### config.mk
export PLATFORM = sky130hd
export DESIGN_NAME = fft_top
export DESIGN_NICKNAME = d
export VERILOG_FILES = /design/src/hdl/fft_pkg.sv /design/src/hdl/fft_ifs.sv /design/src/hdl/fft_top.sv /design/src/hdl/fft_unloader.sv /design/src/hdl/fft_engine.sv /design/src/hdl/fft_butterfly.sv /design/src/hdl/fft_loader.sv
export VERILOG_INCLUDE_DIRS = /design/src /design/src/include
export SDC_FILE = /design/constraint.sdc
export NUM_CORES = 2
export LEC_CHECK = 0
export BUFFER_PORTS_ARGS = -buffer_cell sky130_fd_sc_hd__buf_2
export CAP_MARGIN = 10
export CORE_AREA = 2 2 404 406
export DETAILED_ROUTE_END_ITERATION = 8
export DIE_AREA = 0 0 406 408
export PLACE_DENSITY_LB_ADDON = 0.08
export SYNTH_ARGS = -nofsm -noshare
export SYNTH_HDL_FRONTEND = slang
export SYNTH_SLANG_ARGS = --single-unit
### constraint.sdc
create_clock -name i_clk -period 31.1 [get_ports i_clk]
set_input_delay 4.665 -clock i_clk [delete_from_list [all_inputs] [get_ports i_clk]]
set_output_delay 4.665 -clock i_clk [all_outputs]
set_load 0.1 [all_outputs]
### src/include/fft_defs.svh
`ifndef FFT_DEFS_SVH
`define FFT_DEFS_SVH

// transform size
`define FFT_POINTS 16
`define FFT_STAGES 4

// fixed point format, same for samples and twiddles
`define FFT_WIDTH 16
`define FFT_FRAC 8

`endif
### src/hdl/fft_pkg.sv
`default_nettype none

`include "fft_defs.svh"

package fft_pkg;

	// one real or imaginary part
	typedef logic signed [`FFT_WIDTH-1:0] sample_t;

	typedef struct packed {
		sample_t re;
		sample_t im;
	} cpx_t;

	// bank address and twiddle table index
	typedef logic [`FFT_STAGES-1:0] addr_t;
	typedef logic [`FFT_STAGES-2:0] tw_idx_t;

	typedef enum logic [1:0] {
		ST_LOAD,
		ST_COMPUTE,
		ST_UNLOAD
	} engine_state_e;

endpackage

`default_nettype wire

### src/hdl/fft_ifs.sv
`default_nettype none

// loader writes samples into the engine bank
interface fft_load_if;
	import fft_pkg::*;

	logic  open;
	logic  wr_en;
	addr_t wr_addr;
	cpx_t  wr_data;
	logic  last;

	modport loader (
		input  open,
		output wr_en,
		output wr_addr,
		output wr_data,
		output last
	);

	modport engine (
		output open,
		input  wr_en,
		input  wr_addr,
		input  wr_data,
		input  last
	);
endinterface

// unloader reads results out of the engine bank
interface fft_read_if;
	import fft_pkg::*;

	logic  open;
	addr_t rd_addr;
	cpx_t  rd_data;
	logic  done;

	modport engine (
		output open,
		input  rd_addr,
		output rd_data,
		input  done
	);

	modport unloader (
		input  open,
		output rd_addr,
		input  rd_data,
		output done
	);
endinterface

`default_nettype wire

### src/hdl/fft_top.sv
`default_nettype none

module fft_top (
	input  logic             i_clk,
	input  logic             i_arst_n,

	// sample input stream
	input  logic             i_in_valid,
	output logic             o_in_ready,
	input  fft_pkg::sample_t i_in_re,
	input  fft_pkg::sample_t i_in_im,

	// result output stream
	output logic             o_out_valid,
	input  logic             i_out_ready,
	output fft_pkg::sample_t o_out_re,
	output fft_pkg::sample_t o_out_im,
	output logic             o_out_last
);

	fft_load_if u_load_if ();
	fft_read_if u_read_if ();

	fft_loader u_loader (
		.i_clk      (i_clk),
		.i_arst_n   (i_arst_n),
		.i_in_valid (i_in_valid),
		.o_in_ready (o_in_ready),
		.i_in_re    (i_in_re),
		.i_in_im    (i_in_im),
		.ld         (u_load_if.loader)
	);

	fft_engine u_engine (
		.i_clk    (i_clk),
		.i_arst_n (i_arst_n),
		.ld       (u_load_if.engine),
		.rd       (u_read_if.engine)
	);

	fft_unloader u_unloader (
		.i_clk       (i_clk),
		.i_arst_n    (i_arst_n),
		.rd          (u_read_if.unloader),
		.o_out_valid (o_out_valid),
		.i_out_ready (i_out_ready),
		.o_out_re    (o_out_re),
		.o_out_im    (o_out_im),
		.o_out_last  (o_out_last)
	);

endmodule

`default_nettype wire

### src/hdl/fft_unloader.sv
`default_nettype none

`include "fft_defs.svh"

module fft_unloader (
	input  logic             i_clk,
	input  logic             i_arst_n,
	fft_read_if.unloader     rd,
	output logic             o_out_valid,
	input  logic             i_out_ready,
	output fft_pkg::sample_t o_out_re,
	output fft_pkg::sample_t o_out_im,
	output logic             o_out_last
);
	import fft_pkg::*;

	addr_t rd_addr_q;
	logic  all_fetched;
	logic  done_q;
	logic  fire;
	logic  fetch;
	cpx_t  out_q;

	assign rd.rd_addr = rd_addr_q;
	assign rd.done    = done_q;

	assign fire  = o_out_valid && i_out_ready;
	// refill when the output register is empty or being drained
	assign fetch = rd.open && !all_fetched && (!o_out_valid || i_out_ready);

	always_ff @(posedge i_clk or negedge i_arst_n) begin
		if (!i_arst_n) begin
			rd_addr_q   <= '0;
			all_fetched <= 1'b0;
			done_q      <= 1'b0;
			o_out_valid <= 1'b0;
			o_out_last  <= 1'b0;
		end else begin
			done_q <= fire && o_out_last;
			if (fetch) begin
				rd_addr_q   <= rd_addr_q + addr_t'(1);
				o_out_valid <= 1'b1;
				o_out_last  <= (rd_addr_q == addr_t'(`FFT_POINTS - 1));
				if (rd_addr_q == addr_t'(`FFT_POINTS - 1)) begin
					all_fetched <= 1'b1;
				end
			end else if (fire) begin
				o_out_valid <= 1'b0;
				o_out_last  <= 1'b0;
			end
			// frame handed back to the loader
			if (done_q) begin
				all_fetched <= 1'b0;
			end
		end
	end

	always_ff @(posedge i_clk) begin
		if (fetch) begin
			out_q <= rd.rd_data;
		end
	end

	assign o_out_re = out_q.re;
	assign o_out_im = out_q.im;

	// stalled output keeps its word
	a_hold_stall : assert property (
		@(posedge i_clk) disable iff (!i_arst_n)
		o_out_valid && !i_out_ready |=> o_out_valid && $stable(out_q) && $stable(o_out_last)
	);

endmodule

`default_nettype wire

### src/hdl/fft_engine.sv
`default_nettype none

`include "fft_defs.svh"

module fft_engine (
	input  logic       i_clk,
	input  logic       i_arst_n,
	fft_load_if.engine ld,
	fft_read_if.engine rd
);
	import fft_pkg::*;

	engine_state_e state;
	cpx_t          bank [`FFT_POINTS];

	logic [1:0] stage;
	logic [2:0] pair;
	logic       gap;
	logic       issue;

	addr_t   span, k, lo, hi;
	tw_idx_t tw_idx;
	cpx_t    tw;

	addr_t wb_lo, wb_hi;
	cpx_t  bf_sum, bf_diff;
	logic  bf_valid;

	assign ld.open    = (state == ST_LOAD);
	assign rd.open    = (state == ST_UNLOAD);
	assign rd.rd_data = bank[rd.rd_addr];

	////////////////////////////////////////
	// sequencing
	////////////////////////////////////////

	// 8 butterflies then one idle slot per stage
	assign issue = (state == ST_COMPUTE) && !gap;

	always_ff @(posedge i_clk or negedge i_arst_n) begin
		if (!i_arst_n) begin
			state <= ST_LOAD;
			stage <= '0;
			pair  <= '0;
			gap   <= 1'b0;
		end else begin
			case (state)
				ST_LOAD: begin
					if (ld.wr_en && ld.last) begin
						state <= ST_COMPUTE;
					end
				end
				ST_COMPUTE: begin
					if (gap) begin
						gap   <= 1'b0;
						stage <= stage + 2'd1;
						if (stage == 2'(`FFT_STAGES - 1)) begin
							state <= ST_UNLOAD;
						end
					end else begin
						pair <= pair + 3'd1;
						if (pair == 3'd7) begin
							gap <= 1'b1;
						end
					end
				end
				ST_UNLOAD: begin
					if (rd.done) begin
						state <= ST_LOAD;
					end
				end
				default: state <= ST_LOAD;
			endcase
		end
	end

	////////////////////////////////////////
	// addressing and twiddles
	////////////////////////////////////////

	always_comb begin
		span   = addr_t'(1) << stage;
		k      = {1'b0, pair} & (span - addr_t'(1));
		lo     = (({1'b0, pair} - k) << 1) | k;
		hi     = lo | span;
		tw_idx = tw_idx_t'(k << (2'd3 - stage));
	end

	// W16^m scaled by 256
	always_comb begin
		case (tw_idx)
			3'd0: tw = '{re: 16'sd256,  im: 16'sd0};
			3'd1: tw = '{re: 16'sd237,  im: -16'sd98};
			3'd2: tw = '{re: 16'sd181,  im: -16'sd181};
			3'd3: tw = '{re: 16'sd98,   im: -16'sd237};
			3'd4: tw = '{re: 16'sd0,    im: -16'sd256};
			3'd5: tw = '{re: -16'sd98,  im: -16'sd237};
			3'd6: tw = '{re: -16'sd181, im: -16'sd181};
			default: tw = '{re: -16'sd237, im: -16'sd98};
		endcase
	end

	fft_butterfly u_bf (
		.i_clk    (i_clk),
		.i_arst_n (i_arst_n),
		.i_issue  (issue),
		.i_a      (bank[lo]),
		.i_b      (bank[hi]),
		.i_w      (tw),
		.o_sum    (bf_sum),
		.o_diff   (bf_diff),
		.o_valid  (bf_valid)
	);

	////////////////////////////////////////
	// sample bank
	////////////////////////////////////////

	always_ff @(posedge i_clk) begin
		if (issue) begin
			wb_lo <= lo;
			wb_hi <= hi;
		end
		if (ld.wr_en) begin
			bank[ld.wr_addr] <= ld.wr_data;
		end
		// write back one cycle behind the issue
		if (bf_valid) begin
			bank[wb_lo] <= bf_sum;
			bank[wb_hi] <= bf_diff;
		end
	end

	// unloader hands the bank back only while unloading
	a_done_in_unload : assert property (
		@(posedge i_clk) disable iff (!i_arst_n)
		rd.done |-> (state == ST_UNLOAD)
	);

	// write-backs drain before the results are read out
	a_wb_in_compute : assert property (
		@(posedge i_clk) disable iff (!i_arst_n)
		bf_valid |-> (state == ST_COMPUTE)
	);

endmodule

`default_nettype wire

### src/hdl/fft_butterfly.sv
`default_nettype none

`include "fft_defs.svh"

module fft_butterfly (
	input  logic          i_clk,
	input  logic          i_arst_n,
	input  logic          i_issue,
	input  fft_pkg::cpx_t i_a,
	input  fft_pkg::cpx_t i_b,
	input  fft_pkg::cpx_t i_w,
	output fft_pkg::cpx_t o_sum,
	output fft_pkg::cpx_t o_diff,
	output logic          o_valid
);
	import fft_pkg::*;

	sample_t b_re, b_im, w_re, w_im;
	sample_t t_re, t_im;
	logic signed [2*`FFT_WIDTH:0] p_re, p_im;

	assign b_re = i_b.re;
	assign b_im = i_b.im;
	assign w_re = i_w.re;
	assign w_im = i_w.im;

	// full width complex product b*w
	assign p_re = b_re * w_re - b_im * w_im;
	assign p_im = b_re * w_im + b_im * w_re;

	// floor shift by the fraction bits, then wrap
	assign t_re = p_re[`FFT_FRAC +: `FFT_WIDTH];
	assign t_im = p_im[`FFT_FRAC +: `FFT_WIDTH];

	always_ff @(posedge i_clk) begin
		if (i_issue) begin
			o_sum.re  <= i_a.re + t_re;
			o_sum.im  <= i_a.im + t_im;
			o_diff.re <= i_a.re - t_re;
			o_diff.im <= i_a.im - t_im;
		end
	end

	always_ff @(posedge i_clk or negedge i_arst_n) begin
		if (!i_arst_n) begin
			o_valid <= 1'b0;
		end else begin
			o_valid <= i_issue;
		end
	end

endmodule

`default_nettype wire

### src/hdl/fft_loader.sv
`default_nettype none

`include "fft_defs.svh"

module fft_loader (
	input  logic             i_clk,
	input  logic             i_arst_n,
	input  logic             i_in_valid,
	output logic             o_in_ready,
	input  fft_pkg::sample_t i_in_re,
	input  fft_pkg::sample_t i_in_im,
	fft_load_if.loader       ld
);
	import fft_pkg::*;

	addr_t cnt;
	logic  accept;

	function automatic addr_t bit_rev(input addr_t a);
		addr_t r;
		for (int i = 0; i < `FFT_STAGES; i++) begin
			r[i] = a[`FFT_STAGES-1-i];
		end
		return r;
	endfunction

	assign o_in_ready = ld.open;
	assign accept     = i_in_valid && ld.open;

	// each accepted sample goes straight into the bank
	assign ld.wr_en      = accept;
	assign ld.wr_addr    = bit_rev(cnt);
	assign ld.wr_data.re = i_in_re;
	assign ld.wr_data.im = i_in_im;
	assign ld.last       = accept && (cnt == addr_t'(`FFT_POINTS - 1));

	// sample counter, wraps after a full frame
	always_ff @(posedge i_clk or negedge i_arst_n) begin
		if (!i_arst_n) begin
			cnt <= '0;
		end else if (accept) begin
			cnt <= cnt + addr_t'(1);
		end
	end

	// bank stays open until the last write of a frame
	a_open_whole_frame : assert property (
		@(posedge i_clk) disable iff (!i_arst_n)
		ld.wr_en && !ld.last |=> ld.open
	);

endmodule

`default_nettype wire

Word level (Yosys, flattened, before mapping)
Memories as Yosys holds them, arrays and structs flattened. A register that Yosys moved wholly into a read port is not among the register bits.
Cells that the tools add are included.
{ "classes": {"add_sub_neg": 13, "multipliers": 4, "n_div": 0, "order_cmp": 0, "n_eq_ne": 16, "shifts": 2, "mux": 18, "n_bitwise": 4, "reduce_logical": 21} }
{ "ops": {"columns": ["op", "n"], "rows": [
  ["$pmux W32 S7", 1],
  ["$mul A16 B16 Y24", 4],
  ["$add A16 B16 Y16", 2],
  ["$sub A16 B16 Y16", 2],
  ["$add A24 B24 Y24", 1],
  ["$sub A24 B24 Y24", 1],
  ["$eq A3 B3 Y1 const B", 4],
  ["$mux W1", 12],
  ["$add A4 B1 Y4 const B", 2],
  ["$eq A4 B4 Y1 const B", 2],
  ["$logic_and A1 B1 Y1", 8],
  ["$mux W2", 4],
  ["$or A4 B4 Y4", 2],
  ["$eq A3 B2 Y1 const B", 2],
  ["$pmux W2 S3", 1],
  ["$reduce_and A2 Y1", 3],
  ["$reduce_bool A2 Y1", 3],
  ["$and A3 B4 Y4", 1],
  ["$eq A2 B2 Y1 const B", 2],
  ["$ne A2 B1 Y1 const B", 2],
  ["$ne A2 B2 Y1 const B", 2],
  ["$reduce_and A4 Y1", 1],
  ["$shl A1 B2 Y4 const A", 1],
  ["$shl A4 B2 Y3", 1],
  ["12 further kinds", 14]
]} }
{ "totals": {"register_bits": 93, "latch_bits": 0, "ramBits": 512, "mem_bits_ro": 0, "input_bits": 36, "output_inout_bits": 35, "n_memories": 1} }
{ "memory_table": {"columns": ["name", "depth", "width", "rd", "rd_ports_with_merged_regs", "write_ports", "line_no", "text"], "rows": [
  ["u_engine.bank", 16, 32, 3, 1, 3, "fft_engine.sv:14", "cpx_t bank [`FFT_POINTS];"]
]} }

Longest topological paths before layout
An unclocked memory read counts as a cell.
{ "depth": {"depth_word": 10, "depth_mapped": 55} }

By module
From an unflattened synthesis, not the netlist that was laid out.
{ "hier_totals": {"hier_cells": 8565, "area_unflattened_um2": 78328.9} }
{ "by_module_without_submodules": {"columns": ["module", "instances", "cells_each", "area_per_inst_um2"], "rows": [
  ["fft_engine", 1, 4673, 41501.1],
  ["fft_butterfly", 1, 3783, 35057.4],
  ["fft_unloader", 1, 61, 1331.3],
  ["fft_loader", 1, 48, 439.2]
]} }

Worst setup path after synthesis
No wires, ideal clock.
{ "synth_timing": {"path_type": "register to register", "from": "register u_engine.stage[1]", "to": "register u_engine.u_bf.o_diff[31] (netlist bit), data pin", "t_arrival_ps": 11562, "path_slack_ps": 19262, "stages_incl_launch_ff": 54, "cell_sequence": "dfrtp_1 -> clkbuf_1 -> clkinv_1 -> ha_1 -> buf_4 -> xnor2_1 -> nand2b_1 -> ha_1 -> or2_2 -> nor2_8 -> inv_4 -> buf_4 -> buf_1 -> clkbuf_1 -> buf_1 -> nand2_1 -> nand3_1 -> nand2_1 -> [... 18 more ...] -> o21bai_1 -> a21o_1 -> a221oi_1 -> o31ai_4 -> a21oi_1 -> o21bai_1 -> xor2_1 -> ha_1 -> inv_1 -> a221oi_1 -> o21ai_0 -> a21oi_1 -> nor2_1 -> o41ai_1 -> o21bai_1 -> a21oi_1 -> o311ai_0 -> xor2_1"} }
{ "synth_between": {"elab_chain_len": 10, "elab_cells_between_ends": 21, "classes_between": "add/sub (5); mul (2); eq/ne (6); shift (2); mux (1); bitwise (3); reduce/logical (1); memory (1)"} }
{ "synth_lines": {"columns": ["element", "line_no", "text"], "rows": [
  ["start, declared", "fft_engine.sv:16", "logic [1:0] stage;"],
  ["start signal, assigned", "fft_engine.sv:56", "stage <= stage + 2'd1;"],
  ["$shl A1 B2 Y4", "fft_engine.sv:82", "span = addr_t'(1) << stage;"],
  ["$sub A4 B1 Y4", "fft_engine.sv:83", "k = {1'b0, pair} & (span - addr_t'(1));"],
  ["$and A3 B4 Y4", "fft_engine.sv:83", null],
  ["$sub A3 B3 Y3", "fft_engine.sv:84", "lo = (({1'b0, pair} - k) << 1) | k;"],
  ["$or A4 B4 Y4", "fft_engine.sv:84", null],
  ["$or A4 B4 Y4", "fft_engine.sv:85", "hi = lo | span;"],
  ["$mem_v2 Z16 W32", null, null],
  ["$mul A16 B16 Y24", "fft_butterfly.sv:28", "assign p_re = b_re * w_re - b_im * w_im;"],
  ["$sub A24 B24 Y24", "fft_butterfly.sv:28", null],
  ["$sub A16 B16 Y16 (*)", "fft_butterfly.sv:39", "o_diff.re <= i_a.re - t_re;"],
  ["end, declared", "fft_butterfly.sv:13", "output fft_pkg::cpx_t o_diff,"]
]} }
Every way passes the cells marked *; elsewhere a longest branch is shown, timed or not.
A chain may end at the register's enable or synchronous reset.

Final worst setup path
{ "layout_timing": {"from": "register u_engine.stage[1]", "to": "register u_engine.u_bf.o_sum[15] (netlist bit), data pin"} }
{ "layout_between": {"elab_chain_len": 10, "elab_cells_between_ends": 21, "classes_between": "add/sub (5); mul (2); eq/ne (6); shift (2); mux (1); bitwise (3); reduce/logical (1); memory (1)"} }
{ "layout_lines": {"columns": ["element", "line_no", "text"], "rows": [
  ["$shl A1 B2 Y4", "fft_engine.sv:82", null],
  ["$sub A4 B1 Y4", "fft_engine.sv:83", null],
  ["$and A3 B4 Y4", "fft_engine.sv:83", null],
  ["$sub A3 B3 Y3", "fft_engine.sv:84", null],
  ["$or A4 B4 Y4", "fft_engine.sv:84", null],
  ["$or A4 B4 Y4", "fft_engine.sv:85", null],
  ["$mem_v2 Z16 W32", null, null],
  ["$mul A16 B16 Y24", "fft_butterfly.sv:29", "assign p_im = b_re * w_im + b_im * w_re;"],
  ["$add A24 B24 Y24", "fft_butterfly.sv:29", null],
  ["$add A16 B16 Y16 (*)", "fft_butterfly.sv:38", "o_sum.im <= i_a.im + t_im;"],
  ["end, declared", "fft_butterfly.sv:12", "output fft_pkg::cpx_t o_sum,"]
]} }
Marks and branches as above.

==> results.sh <==
export IMPL_status="completed"
export IMPL_dp_hpwl_um=192000
export IMPL_busiest_layer="met2"
export IMPL_hold_buffers=0
export IMPL_yosys_warnings=0
export IMPL_slew_violations=0
export IMPL_met1_usage_pct=43.6
export IMPL_port_buffers=70
export IMPL_yosysTopAreaCell="edfxtp_1"
export IMPL_rsz0062_at_grt="no"
export IMPL_drive_gt1_share_pct=13.5
export IMPL_finalWorstPathRequiredPeriod_ns=15.13
export IMPL_path_common_cell="fa_1"
export IMPL_io_pins=71
export IMPL_async_flop_share_pct=3.31
export IMPL_slowest_stage="dfrtp_1"
export IMPL_nNetsFinal=7761
export IMPL_worstSetupEndpointType="flop"
export IMPL_coreArea_sq_mm=0.162
export IMPL_grt_max_degree=62
export IMPL_avgSynthCellArea_sq_um=10.6
export IMPL_regArea_sq_mm=0.0190
export IMPL_synthCells=6813
export IMPL_ant_nets=0
export IMPL_fmax_ghz=0.0661
export IMPL_hold_path_startpoint="u_unloader.all_fetched"
export IMPL_root_buffer="clkbuf_16"
export IMPL_routed_wl_um=281000
export IMPL_critPathLaunch="u_engine.stage[1]"
export IMPL_initialDrtViolationCount=6114
export IMPL_hold_viol_final=0
export IMPL_min_path_type="reg -> reg"
export IMPL_cts_sinks=635
export IMPL_die_area_sq_mm=0.166
export IMPL_worstPathRequired_ns=31.52
export IMPL_power_density_mw_per_mm2=31.4
export IMPL_critPathKind="reg -> reg"
export IMPL_die_w_um=406
export IMPL_skew_ns=0.0351
export IMPL_synth_nets=7973
export IMPL_cp_max_fo=61
export IMPL_antenna_found_initial=20
export IMPL_irDropWorstVdd_mv=0.0420
export IMPL_grt_pass1_wl_um=401000
export IMPL_p_leak_uw=0.0326
export IMPL_ys_types=88
export IMPL_drc_errors=0
export IMPL_drtPass1Iterations=6
export IMPL_vias_per_cell=6.07
export IMPL_wl_per_cell_um=31.7
export IMPL_cpPeakStageDelay_ns=0.75
export IMPL_syn_area_sq_mm=0.0722
export IMPL_setup_viol=0
export IMPL_synthToLayoutAreaGrowth_pct=6.66
export IMPL_cp_data_arrival_time_ns=15.55
export IMPL_grt_overflow=0
export IMPL_gp_congestion=0.920
export IMPL_ys_seq_elements=635
export IMPL_cts_setup_buffers=0
export IMPL_multiInputGateArea_sq_mm=0.0475
export IMPL_cts_resized=0
export IMPL_clk_pin_slew_worst_paths_ns=0.06
export IMPL_synth_edff_count=614
export IMPL_grt_usage_pct=34.2
export IMPL_r2r_start="u_engine.stage[1]"
export IMPL_clk_latency_ns=0.69
export IMPL_yosysSeqAreaShare_pct=26.3
export IMPL_cts_tree="built"
export IMPL_via_count=53658
export IMPL_fill_cells=15021
export IMPL_cp_num_buf_inv=9
export IMPL_setup_tns_ns=0
export IMPL_initial_utilization_pct=44.7
export IMPL_dominantRegCellSynth="edfxtp_1"
export IMPL_yosys_area_top_type_share_pct=25.5
export IMPL_use_met3_pct=7.72
export IMPL_met2_usage_pct=54.4
export IMPL_crit_family="adder cells"
export IMPL_max_cap_violations=0
export IMPL_setup_ws_ns=15.97
export IMPL_crit_path_start_kind="flop"
export IMPL_min_period_over_period_pct=48.7
export IMPL_numCtsBuffers=74
export IMPL_die_h_um=408
export IMPL_worst_slew_pin_slew_ns=1.32
export IMPL_clk_path_buf_depth=3
export IMPL_dp_slack_ns=16.20
export IMPL_num_rows=148
export IMPL_synth_area_top_cells="edfxtp_1, fa_1, mux4_2"
export IMPL_slew_headroom_pct=9.39
export IMPL_grt_pass1_vias=54474
export IMPL_h_tree_depth=3
==> flip-flops by register name (all words and copies together) (netlist names), 2 cells and up <==
name                   cells
u_engine.bank            512
u_engine.u_bf.o_sum       32
u_engine.u_bf.o_diff      30
u_unloader.o_out_im       16
u_unloader.o_out_re       16
u_engine.wb_hi             4
u_engine.wb_lo             4
u_loader.cnt               4
u_unloader.rd.rd_addr      4
u_engine.pair              3
u_engine.stage             2
u_engine.state             2
==> placed cells by master (no fill, tap or decap), drive strengths merged, types with 8 or more instances in the layout <==
master	n
a21o	38
xor2	38
nor2	654
buf	210
nand2	562
and2	33
o21ai	229
mux4	403
edfxtp	614
a21oi	401
nor2b	9
fa	767
nand3	48
a211oi	14
mux2	48
o211ai	9
ha	357
nand2b	58
o21a	11
inv	1103
and3	45
clkbuf	89
nor3	12
clkinv	36
a31oi	34
nor3b	8
or2	43
xnor2	144
dfrtp	21
o21bai	22
mux2i	502
==> per-layer routing <==
layer / vias up / part of all wire (%)
met3: 749 / 9.8
met1: 27340 / 37
met5: - / 0.021
met4: 10 / 6.2
li1: 22413 / -
met2: 3146 / 47
==> logic make-up after synthesis <==
family	synth area share (%)
buffers and inverters	8.46
and+or+nand+nor	8.79
adders and majority gates	27.4
muxes	20.3
AOI/OAI and AO/OA	6.49
DFF	26.3
xor gates and xnor gates	2.25
other	0.0104
==> where the power goes <==
group	total, uW	switching (uW)	internal (uW)
Clock	885	405	480
Sequential	962	0.0000000000000105	962
Combinational	576	390	186
==> synthesized netlist by cell type, drive strengths merged (9+ instances only) <==
| cell | number |
|---|---|
| a211oi | 14 |
| a21o | 38 |
| a21oi | 401 |
| a31oi | 34 |
| and2 | 33 |
| and3 | 45 |
| buf | 161 |
| clkbuf | 337 |
| dfrtp | 21 |
| edfxtp | 614 |
| fa | 767 |
| ha | 357 |
| inv | 1100 |
| mux2 | 48 |
| mux2i | 502 |
| mux4 | 403 |
| nand2 | 562 |
| nand2b | 58 |
| nand3 | 48 |
| nor2 | 654 |
| nor2b | 9 |
| nor3 | 12 |
| o211ai | 9 |
| o21a | 11 |
| o21ai | 229 |
| o21bai | 22 |
| or2 | 43 |
| xnor2 | 144 |
| xor2 | 38 |
==> layout make-up <==
class,instances,share of cell area [%]
clock inverters,45,0.473
clock buffers,89,2.52
inverters,1102,5.37
repair buffers,210,1.82
diodes,6,0.0195
flip-flops and latches,635,24.6
multi-input cells,4578,61.6
well taps,2175,3.53
==> path summary, 6_finish.rpt <==
path                                            end  slack, ns  cells after the start
hold reg to reg              u_unloader.all_fetched       0.52                      2
setup / recovery            u_engine.u_bf.o_sum[15]      15.97                     45
setup reg to reg            u_engine.u_bf.o_sum[15]      15.97                     45
max in group asynchronous  u_unloader.rd.rd_addr[0]      26.37                      1
min in group asynchronous     u_unloader.o_out_last       4.11                      1
hold / removal               u_unloader.all_fetched       0.52                      2
==> metrics by stage <==
stage               std cells  hold WS, ns  total power, uW  util, %  instance area, sq um
finish                   8840        0.520             2420     47.7                 77000
global route             8838        0.566             2500     47.6                 77000
CTS                      8833        0.526             2410     47.6                 77000
detailed placement       8699        0.509             1530     46.2                 74700
global placement         8699        0.502             1540     46.2                 74700
floorplan                6813        0.400             1320        -                 72200
==> tightest hold or removal path: cells and delay by family, from the launching register on <==
family                 cells  cell delay, ns
AOI/OAI and AO/OA          1            0.11
buffers and inverters      1            0.05
DFF                        1            0.32
No activity file was read; power rests on OpenSTA's default activity.
